<file path="src/design/div_pkg.sv">
package div_pkg;

    // operand and result width
    localparam int unsigned data_width = 32;

    // alignment distance plus a sign bit that marks the end of iteration
    localparam int unsigned shift_width = 6;

    // operation codes, as carried on op_code
    localparam logic [4:0] op_div_w  = 5'd0;  // signed quotient
    localparam logic [4:0] op_mod_w  = 5'd1;  // signed remainder
    localparam logic [4:0] op_div_wu = 5'd2;  // unsigned quotient
    localparam logic [4:0] op_mod_wu = 5'd3;  // unsigned remainder

    // instruction class that issues to the divider
    localparam logic [3:0] class_div = 4'd2;

    typedef enum logic [1:0] {
        idle    = 2'd0,  // waiting for an issue
        align   = 2'd1,  // leading-one difference loaded into the counter
        iterate = 2'd2,  // one shift-subtract per cycle
        drain   = 2'd3   // result register picks up the answer
    } div_state_t;

endpackage

</file>
<file path="src/design/div_step_if.sv">
`timescale 1ns/1ps

interface div_step_if;
    import div_pkg::*;

    div_state_t state;       // published so the datapath knows when to latch result

    logic load;              // capture operands
    logic align;             // counter <= leading-one difference
    logic step;              // one shift-subtract
    logic finish;            // sign fixup

    logic divisor_zero;
    logic counter_negative;
    logic align_negative;

    modport ctrl (
        output state,
        output load,
        output align,
        output step,
        output finish,
        input  divisor_zero,
        input  counter_negative,
        input  align_negative
    );

    modport dpath (
        input  state,
        input  load,
        input  align,
        input  step,
        input  finish,
        output divisor_zero,
        output counter_negative,
        output align_negative
    );

endinterface

</file>
<file path="src/design/div_ctrl.sv">
`timescale 1ns/1ps

module div_ctrl (
    input  logic       clk,
    input  logic       rst_n,
    input  logic [3:0] op_class,
    input  logic       issue_flush,
    input  logic       hold,
    input  logic       kill,
    output logic       busy,
    div_step_if.ctrl   step
);
    import div_pkg::*;

    div_state_t state;
    div_state_t state_next;
    logic       issue;

    assign issue = (state == idle) && (op_class == class_div) && !issue_flush && !hold;

    assign busy       = (state != idle);  // doubles as the pipeline stall
    assign step.state = state;

    always_ff @(posedge clk)
    begin
        if (!rst_n || kill)
        begin
            state <= idle;
        end
        else
        begin
            state <= state_next;
        end
    end

    always_comb
    begin
        state_next  = state;
        step.load   = 1'b0;
        step.align  = 1'b0;
        step.step   = 1'b0;
        step.finish = 1'b0;

        case (state)
            idle:
            begin
                if (issue)
                begin
                    step.load  = 1'b1;
                    state_next = step.divisor_zero ? drain : align;  // x/0 needs no work
                end
            end

            align:
            begin
                step.align = 1'b1;
                // dividend below divisor, quotient stays zero
                state_next = step.align_negative ? drain : iterate;
            end

            iterate:
            begin
                if (step.counter_negative)
                begin
                    step.finish = 1'b1;
                    state_next  = drain;
                end
                else
                begin
                    step.step = 1'b1;
                end
            end

            drain:
            begin
                state_next = idle;
            end

            default:
            begin
                state_next = idle;
            end
        endcase
    end

endmodule

</file>
<file path="src/design/div_datapath.sv">
`timescale 1ns/1ps

module div_datapath (
    input  logic                           clk,
    input  logic                           rst_n,
    input  logic                           kill,
    input  logic [4:0]                     op_code,
    input  logic [div_pkg::data_width-1:0] dividend,
    input  logic [div_pkg::data_width-1:0] divisor,
    input  logic [4:0]                     remainder_msb,
    input  logic [4:0]                     divisor_msb,
    output logic [div_pkg::data_width-1:0] remainder_word,
    output logic [div_pkg::data_width-1:0] divisor_word,
    output logic [div_pkg::data_width-1:0] result,
    div_step_if.dpath                      step
);
    import div_pkg::*;

    logic [4:0]             op_reg;
    logic                   dividend_sign;
    logic                   divisor_sign;
    logic [data_width-1:0]  remainder;
    logic [data_width-1:0]  divisor_mag;
    logic [data_width-1:0]  quotient;
    logic [shift_width-1:0] counter;

    logic [shift_width-1:0] align_diff;
    logic [data_width:0]    trial;       // top bit is the borrow
    logic                   signed_load;
    logic                   signed_op;
    logic                   quotient_op;

    assign signed_load = (op_code == op_div_w) || (op_code == op_mod_w);
    assign signed_op   = (op_reg == op_div_w) || (op_reg == op_mod_w);
    assign quotient_op = (op_reg == op_div_w) || (op_reg == op_div_wu);

    // distance between leading ones, negative when dividend < divisor
    assign align_diff = {1'b0, remainder_msb} - {1'b0, divisor_msb};

    assign trial = {1'b0, remainder} - ({1'b0, divisor_mag} << counter[shift_width-2:0]);

    assign step.divisor_zero     = (divisor == '0);
    assign step.counter_negative = counter[shift_width-1];
    assign step.align_negative   = align_diff[shift_width-1];

    assign remainder_word = remainder;
    assign divisor_word   = divisor_mag;

    always_ff @(posedge clk)
    begin
        if (!rst_n || kill)
        begin
            op_reg        <= op_div_w;
            dividend_sign <= 1'b0;
            divisor_sign  <= 1'b0;
            remainder     <= '0;
            divisor_mag   <= '0;
            quotient      <= '0;
            counter       <= '0;
            result        <= '0;
        end
        else
        begin
            if (step.load)
            begin
                op_reg        <= op_code;
                dividend_sign <= dividend[data_width-1];
                divisor_sign  <= divisor[data_width-1];
                quotient      <= '0;
                // a zero divisor skips fixup, so keep the raw dividend then
                if (signed_load && dividend[data_width-1] && !step.divisor_zero)
                    remainder <= -dividend;
                else
                    remainder <= dividend;
                if (signed_load && divisor[data_width-1])
                    divisor_mag <= -divisor;
                else
                    divisor_mag <= divisor;
            end

            if (step.align)
            begin
                counter <= align_diff;
                if (step.align_negative && signed_op && dividend_sign)
                    remainder <= -remainder;  // early exit, fix sign now
            end

            if (step.step)
            begin
                counter  <= counter - 1'b1;
                quotient <= {quotient[data_width-2:0], ~trial[data_width]};
                if (!trial[data_width])
                    remainder <= trial[data_width-1:0];
            end

            if (step.finish)
            begin
                if (signed_op && dividend_sign)
                    remainder <= -remainder;  // remainder follows the dividend
                if (signed_op && (dividend_sign ^ divisor_sign))
                    quotient <= -quotient;
            end

            if (step.state == drain)
                result <= quotient_op ? quotient : remainder;
        end
    end

endmodule

</file>
<file path="src/design/div_unit.sv">
`timescale 1ns/1ps

module div_unit (
    input  logic                           clk,
    input  logic                           rst_n,
    input  logic [3:0]                     op_class,
    input  logic [4:0]                     op_code,
    input  logic                           issue_flush,
    input  logic                           hold,
    input  logic                           kill,
    input  logic [div_pkg::data_width-1:0] dividend,
    input  logic [div_pkg::data_width-1:0] divisor,
    output logic                           busy,
    output logic [div_pkg::data_width-1:0] result
);
    import div_pkg::*;

    div_step_if step_bus ();

    logic [data_width-1:0] remainder_word;
    logic [data_width-1:0] divisor_word;
    logic [4:0]            remainder_msb;
    logic [4:0]            divisor_msb;

    div_ctrl u_ctrl (
        .clk         (clk),
        .rst_n       (rst_n),
        .op_class    (op_class),
        .issue_flush (issue_flush),
        .hold        (hold),
        .kill        (kill),
        .busy        (busy),
        .step        (step_bus)
    );

    div_datapath u_datapath (
        .clk            (clk),
        .rst_n          (rst_n),
        .kill           (kill),
        .op_code        (op_code),
        .dividend       (dividend),
        .divisor        (divisor),
        .remainder_msb  (remainder_msb),
        .divisor_msb    (divisor_msb),
        .remainder_word (remainder_word),
        .divisor_word   (divisor_word),
        .result         (result),
        .step           (step_bus)
    );

    msb_locator u_remainder_locator (
        .word     (remainder_word),
        .position (remainder_msb)
    );

    msb_locator u_divisor_locator (
        .word     (divisor_word),
        .position (divisor_msb)
    );

endmodule

</file>
<file path="src/design/msb_locator.sv">
`timescale 1ns/1ps

module msb_locator (
    input  logic [div_pkg::data_width-1:0] word,
    output logic [4:0]                     position
);

    logic [15:0] half16;
    logic [7:0]  half8;
    logic [3:0]  half4;
    logic [1:0]  half2;

    // each level keeps the upper half if anything is set there
    always_comb
    begin
        position[4] = |word[31:16];
        half16      = position[4] ? word[31:16] : word[15:0];

        position[3] = |half16[15:8];
        half8       = position[3] ? half16[15:8] : half16[7:0];

        position[2] = |half8[7:4];
        half4       = position[2] ? half8[7:4] : half8[3:0];

        position[1] = |half4[3:2];
        half2       = position[1] ? half4[3:2] : half4[1:0];

        position[0] = half2[1];  // zero word falls through to position 0
    end

endmodule

</file>
<file path="config.mk">
export PLATFORM = sky130hd
export DESIGN_NAME = div_unit
export DESIGN_NICKNAME = d
export VERILOG_FILES = /design/src/design/div_pkg.sv /design/src/design/div_step_if.sv /design/src/design/div_ctrl.sv /design/src/design/div_datapath.sv /design/src/design/div_unit.sv /design/src/design/msb_locator.sv
export SDC_FILE = /design/constraint.sdc
export NUM_CORES = 1
export LEC_CHECK = 0
export BUFFER_PORTS_ARGS = -buffer_cell sky130_fd_sc_hd__buf_4
export CAP_MARGIN = 20
export CORE_UTILIZATION = 45
export CTS_BUF_LIST = sky130_fd_sc_hd__clkbuf_2
export CTS_CLUSTER_SIZE = 28
export DETAILED_ROUTE_END_ITERATION = 10
export PLACE_DENSITY = 0.63
export SLEW_MARGIN = 0
export SYNTH_ARGS = -nofsm -noshare
export SYNTH_HDL_FRONTEND = slang
export SYNTH_HIERARCHICAL = 1
export SYNTH_SLANG_ARGS = --single-unit
</file>
<file path="constraint.sdc">
create_clock -name clk -period 5 [get_ports clk]
set_clock_uncertainty 0.15 [all_clocks]
set_input_delay 0.5 -clock clk [delete_from_list [all_inputs] [get_ports clk]]
set_output_delay 0.5 -clock clk [all_outputs]
set_load 0.01 [all_outputs]
</file>
== Yosys cells after proc, flatten, opt, wreduce, memory -nomap -nowiden ==
Index checks and enable logic that the tools add are counted.

* $add $sub $neg: 7
* Equality and inequality tests: 9
* Shifts and indexed selects: 1
* Multiplexer cells: 36
* Bitwise logic cells: 2
* Reductions and logical operators: 33

{| class="wikitable"
|+ Operators by type and width
! kind !! number
|-
| 32-bit two-way mux || 14
|-
| 32-bit negator || 4
|-
| 32-bit by 5-bit left shift with 33-bit output || 1
|-
| 32-bit by 33-bit subtractor with 33-bit output || 1
|-
| 32-bit logical NOT || 1
|-
| 16-bit two-way mux || 2
|-
| 16-bit OR reduction || 2
|-
| 8-bit two-way mux || 2
|-
| 8-bit OR reduction || 2
|-
| 6-bit two-way mux || 2
|-
| 5-bit by 1-bit equality test with 1-bit output, second input constant || 2
|-
| 1-bit logical AND || 10
|-
| 5-bit logical NOT || 2
|-
| 2-bit two-way mux || 5
|-
| 1-bit two-way mux || 8
|-
| 4-bit two-way mux || 2
|-
| 2-bit case mux with 4 select lines || 1
|-
| 4-bit OR reduction || 2
|-
| 5-bit by 5-bit subtractor with 6-bit output || 1
|-
| 6-bit by 1-bit subtractor with 6-bit output, second input constant || 1
|-
| 5-bit by 2-bit equality test with 1-bit output, second input constant || 1
|-
| 2-bit equality test, second input constant || 2
|-
| 4-bit by 2-bit equality test with 1-bit output, second input constant || 1
|-
| 1-bit logical NOT || 4
|-
| 9 further kinds || 15
|}

* Register bits after elaboration: 143
* Input bits: 78
* Output and inout bits: 33
* Logic and storage cells: 97

== Logic depth before layout (Yosys ltp) ==
* Word-level depth: 17
* Mapped depth: 24
* Depth with buffers taken out: 19

== Hierarchy ==
Netlist, hierarchy kept.

{| class="wikitable"
|+ By module, submodules not included
! module !! times used !! cells an instance !! area each (µm²) !! seq. area each (µm²)
|-
| div_datapath || 1 || 1608 || 12226.7 || 2822.7
|-
| msb_locator || 2 || 58 || 404.1 || 0.0
|-
| div_ctrl || 1 || 24 || 221.5 || 40.0
|}

== Worst setup path before layout ==
Ideal clock, no wire load.

* Path kind: reg2reg
* Start: register u_datapath.counter[0]
* End: register u_datapath.remainder[3], in the netlist u_datapath/remainder_word[3]
* Library setup time: 95 ps
* Data arrival time: 4824 ps
* Data required time: 4755 ps
* Setup slack: -69 ps
* Cell stages (with the launch flop): 21
* Buffers on the path: 7
* Period minus slack after synthesis: 5069 ps
* Cells stage by stage: dfxtp_1 buf_2 buf_2 clkbuf_1 clkbuf_1 mux2i_1 o31ai_1 a21oi_1 o22a_1 ha_1 clkbuf_1 nand3_1 or3_1 nor4_1 a21oi_2 o21ai_2 mux2i_4 buf_4 buf_4 o221ai_1 a221oi_1

* Longest elaborated chain between the ends: 6

{| class="wikitable"
|+ Ends and longest elaborated chain
! what !! RTL line !! RTL
|-
| start, declared || div_datapath.sv:25 || <nowiki>logic [shift_width-1:0] counter;</nowiki>
|-
| start signal, assigned || div_datapath.sv:83 || <nowiki>counter <= align_diff;</nowiki>
|-
| start signal, assigned || div_datapath.sv:90 || <nowiki>counter <= counter - 1'b1;</nowiki>
|-
| 32-bit by 5-bit left shift with 33-bit output * || div_datapath.sv:40 || <nowiki>assign trial = {1'b0, remainder} - ({1'b0, divisor_mag} << counter[shift_width-2:0]);</nowiki>
|-
| 32-bit by 33-bit subtractor with 33-bit output * || div_datapath.sv:40 ||
|-
| 32-bit two-way mux * || div_datapath.sv:92 || <nowiki>if (!trial[data_width])</nowiki>
|-
| 32-bit two-way mux * || div_datapath.sv:88 || <nowiki>if (step.step)</nowiki>
|-
| 32-bit two-way mux || div_datapath.sv:98 || <nowiki>if (signed_op && dividend_sign)</nowiki>
|-
| 32-bit two-way mux * || div_datapath.sv:96 || <nowiki>if (step.finish)</nowiki>
|-
| end signal, assigned || div_datapath.sv:85 || <nowiki>remainder <= -remainder;</nowiki>
|-
| end signal, assigned || div_datapath.sv:93 || <nowiki>remainder <= trial[data_width-1:0];</nowiki>
|-
| end signal, assigned || div_datapath.sv:99 || <nowiki>remainder <= -remainder;</nowiki>
|-
| end, declared || div_datapath.sv:22 || <nowiki>logic [data_width-1:0] remainder;</nowiki>
|}

Mark *: on every way between the ends. The rest lies on a longest branch, timed or not.
A chain may end at the register's enable or synchronous reset.

== Worst setup path in the final report ==
* Start: register u_datapath.counter[1]
* End: register u_datapath.remainder[11], in the netlist u_datapath/remainder_word[11]

The elaborated chain is that of the path after synthesis.

==> results.json <==
{
  "status": "finished clean",
  "track_usage_pct": 31.7,
  "yosys_warnings": 6,
  "power_density_nw_per_um2": 167,
  "switching_share_pct": 35.5,
  "dpl_cell_area_um2": 14700,
  "post-route-period-util_pct": 96.0,
  "core_um2": 28900,
  "grt_overflow": 0,
  "place.detailed.hpwl_mm": 37.2,
  "critPathBufInv": 2,
  "drt-total-wl_mm": 48.8,
  "cts_root_buffer": "clkbuf_2",
  "drcViolationCount": 0,
  "hold_viol": 0,
  "grt.busiest_layer": "met2",
  "p_leak_nw": 6.03,
  "power_mw": 2.59,
  "final_layout_size_suffix_gt1_share_pct": 17.3,
  "ir_worst_vdd_v": 0.000130,
  "worstHoldPathType": "in2reg",
  "clk_latency_ns": 0.78,
  "ys_seq_area_share_pct": 21.6,
  "critPathMaxStageDelay_ns": 0.55,
  "worstSetupEndpointType": "flop",
  "grt_util_met1_pct": 39.3,
  "cp_top_family": "compound AO/OA/AOI/OAI gates",
  "min_path_cells": 3,
  "relSlewSlack_pct": 26.2,
  "pwr-share-comb_pct": 27.0,
  "cp.required_ns": 5.50,
  "rrSetupSlack_ns": 0.20,
  "final_common_cell": "nor2_1",
  "final_cell_area_um2": 15500,
  "clock_sinks": 143,
  "rows": 62,
  "path_class": "reg2reg",
  "avgSynthCellArea_um2": 7.58,
  "syn2layout_area_growth_pct": 16.9,
  "async_flop_share_pct": 0,
  "most-common-layout-cells": "nor2_1 (223), buf_4 (178), nand2_1 (161), dfxtp_1 (142), a21oi_1 (140)",
  "firstDrtPassIters": 6,
  "clockPowerShare_pct": 28.3,
  "start_kind": "flop",
  "io_buffers": 110,
  "arrival_ns": 5.30,
  "grtUsageMet2_pct": 56.0,
  "final.min_clock_period_ns": 4.80,
  "antenna_found_initial": 1,
  "grt_pass1_wl_mm": 75.6,
  "dp_cells": 2199,
  "vias_per_cell": 6.23,
  "final_util_pct": 53.7,
  "wl_per_cell_um": 21.4,
  "p_sw_mw": 0.919,
  "gp_congestion": 0.956,
  "synth.distinct_cells": 87,
  "fp.dieH_um": 174,
  "path_clk_slew_ns": 0.25,
  "num-fill-cells": 2811,
  "drt_iter0_drc": 1342,
  "stdcell_count": 2280,
  "grt_pass1_vias": 13400,
  "synth_top_area_share_pct": 21.6,
  "rr_worst_depth": 17,
  "setup_viol": 0,
  "syn_inst": 1748,
  "ys_ff_latch": 143,
  "fin_tns_setup_ns": 0,
  "worst_pin_slew_ns": 1.11,
  "crit_cells": 17,
  "die-area_um2": 30100,
  "cp_max_fo": 16,
  "path_cells": "mux2_2, o21ai_1, o21ai_0, inv_1, nand2_1, a31oi_1, ha_1, nand3_1, or3_1, nor4_1, a21oi_2, o21ai_4, mux2i_4, buf_4, nand3_2, o221ai_1, a21oi_1",
  "start_util_pct": 45.9,
  "cts_buffer_depth": 2,
  "yosys-top-cells-area": "dfxtp_1 (22%), nor2_1 (6.3%), a21oi_1 (5.4%)",
  "numCtsBuffers": 17,
  "dieWidth_um": 174,
  "rsz0062_at_grt": "true",
  "h-tree-depth": 4,
  "final_antenna_net_count": 0,
  "grt_max_degree": 102,
  "synth_fp_nets": 1874,
  "power_frac_seq_pct": 44.7,
  "synth_ff_type": "dfxtp_1",
  "nets": 2008,
  "mappedNetlistArea_um2": 13300,
  "max_freq_ghz": 0.208,
  "cts_tree": "built",
  "drv_slew": 0,
  "maxCapViolCount": 0,
  "io_pins": 111,
  "power.internal_mw": 1.67,
  "synth_edf_count": 0,
  "synth_largest_area_cell": "dfxtp_1",
  "critPathSlowestCell": "dfxtp_4",
  "globalRouteMet3Util_pct": 3.46,
  "routed-via-count": 14200
}
## cell families after synthesis
kind of cell               Yosys count  synth area share (%)
and+or+nand+nor                    640                  24.2
xor gates and xnor gates           113                  7.47
muxes                               98                  9.83
adders and majority gates           48                  4.64
DFF                                143                  21.6
buffers and inverters              155                  4.57
AOI/OAI and AO/OA                  551                  27.7
## path summary, 6_finish.rpt
check,from,to
setup / recovery,u_datapath/counter[1],u_datapath/remainder_word[11]
setup reg to reg,u_datapath/counter[1],u_datapath/remainder_word[11]
hold reg to reg,u_datapath/result[22],u_datapath/result[22]
hold / removal,divisor[8],u_datapath/divisor_word[8]
## what timing repair did
| action | CTS | global route |
|---|---|---|
| hold buffers | 41 | 1 |
| hold endpoints to repair | 48 | 1 |
| setup endpoints to repair | 0 | 32 |
| buffers inserted | 0 | 3 |
| resized for setup | 0 | 15 |
## area by class of cell
class / instances / area, µm² / area share [%]
inverters: 44 / 165 / 1.07
clock buffers: 17 / 85.1 / 0.549
clock inverters: 15 / 161 / 1.04
multi-input cells: 1451 / 9880 / 63.8
diodes: 1 / 2.50 / 0.0162
well taps: 384 / 480 / 3.10
flip-flops and latches: 143 / 2870 / 18.5
repair buffers: 225 / 1850 / 11.9
## power groups by stage
stage	clock (mW)	combinational, mW	sequential (mW)
after floorplan	0	0.415	1.18
after global placement	0	0.644	1.18
after detailed placement	0	0.647	1.18
after CTS	0.744	0.675	1.16
after global routing	0.795	0.745	1.16
final	0.733	0.699	1.16
## tightest hold or removal path: stages
cell and delay, ns:
buf_4 0.10, xor2_1 0.12, a211oi_1 0.22
## synth_stat cells (all sizes together) (4+ instances only)
master	instances
a31oi	10
a221oi	21
inv	42
a311oi	12
nor2b	12
or2	15
or4	16
ha	46
buf	26
o2111ai	6
a211oi	78
or3	31
mux2i	67
and3	9
o31ai	23
clkbuf	85
xor2	67
nor2	225
o22ai	14
o21bai	10
a211o	6
nand2b	21
mux4	24
nand4	8
xnor2	46
nand3	27
o221ai	10
a222oi	4
and2	13
nand2	163
a21oi	144
o211ai	13
a2111oi	6
nor3	57
o21a	7
o41ai	11
a21o	20
dfxtp	143
mux2	7
o21ai	128
a22oi	9
nor4	29
## per-layer routing
layer  share of wire (%)  wire, µm
met5                   0         0
met4                 4.1      2010
met3                 5.5      2700
met2                  49     23800
met1                  42     20300
## through the flow
stage	hold slack, ns	setup slack [ns]
final	0.0785	0.202
after global routing	0.00209	-0.0146
after CTS	0.00298	0.0853
after detailed placement	0.342	0.147
after global placement	0.340	0.222
after floorplan	0.311	0.0901
No activity file was read; power rests on OpenSTA's default activity.
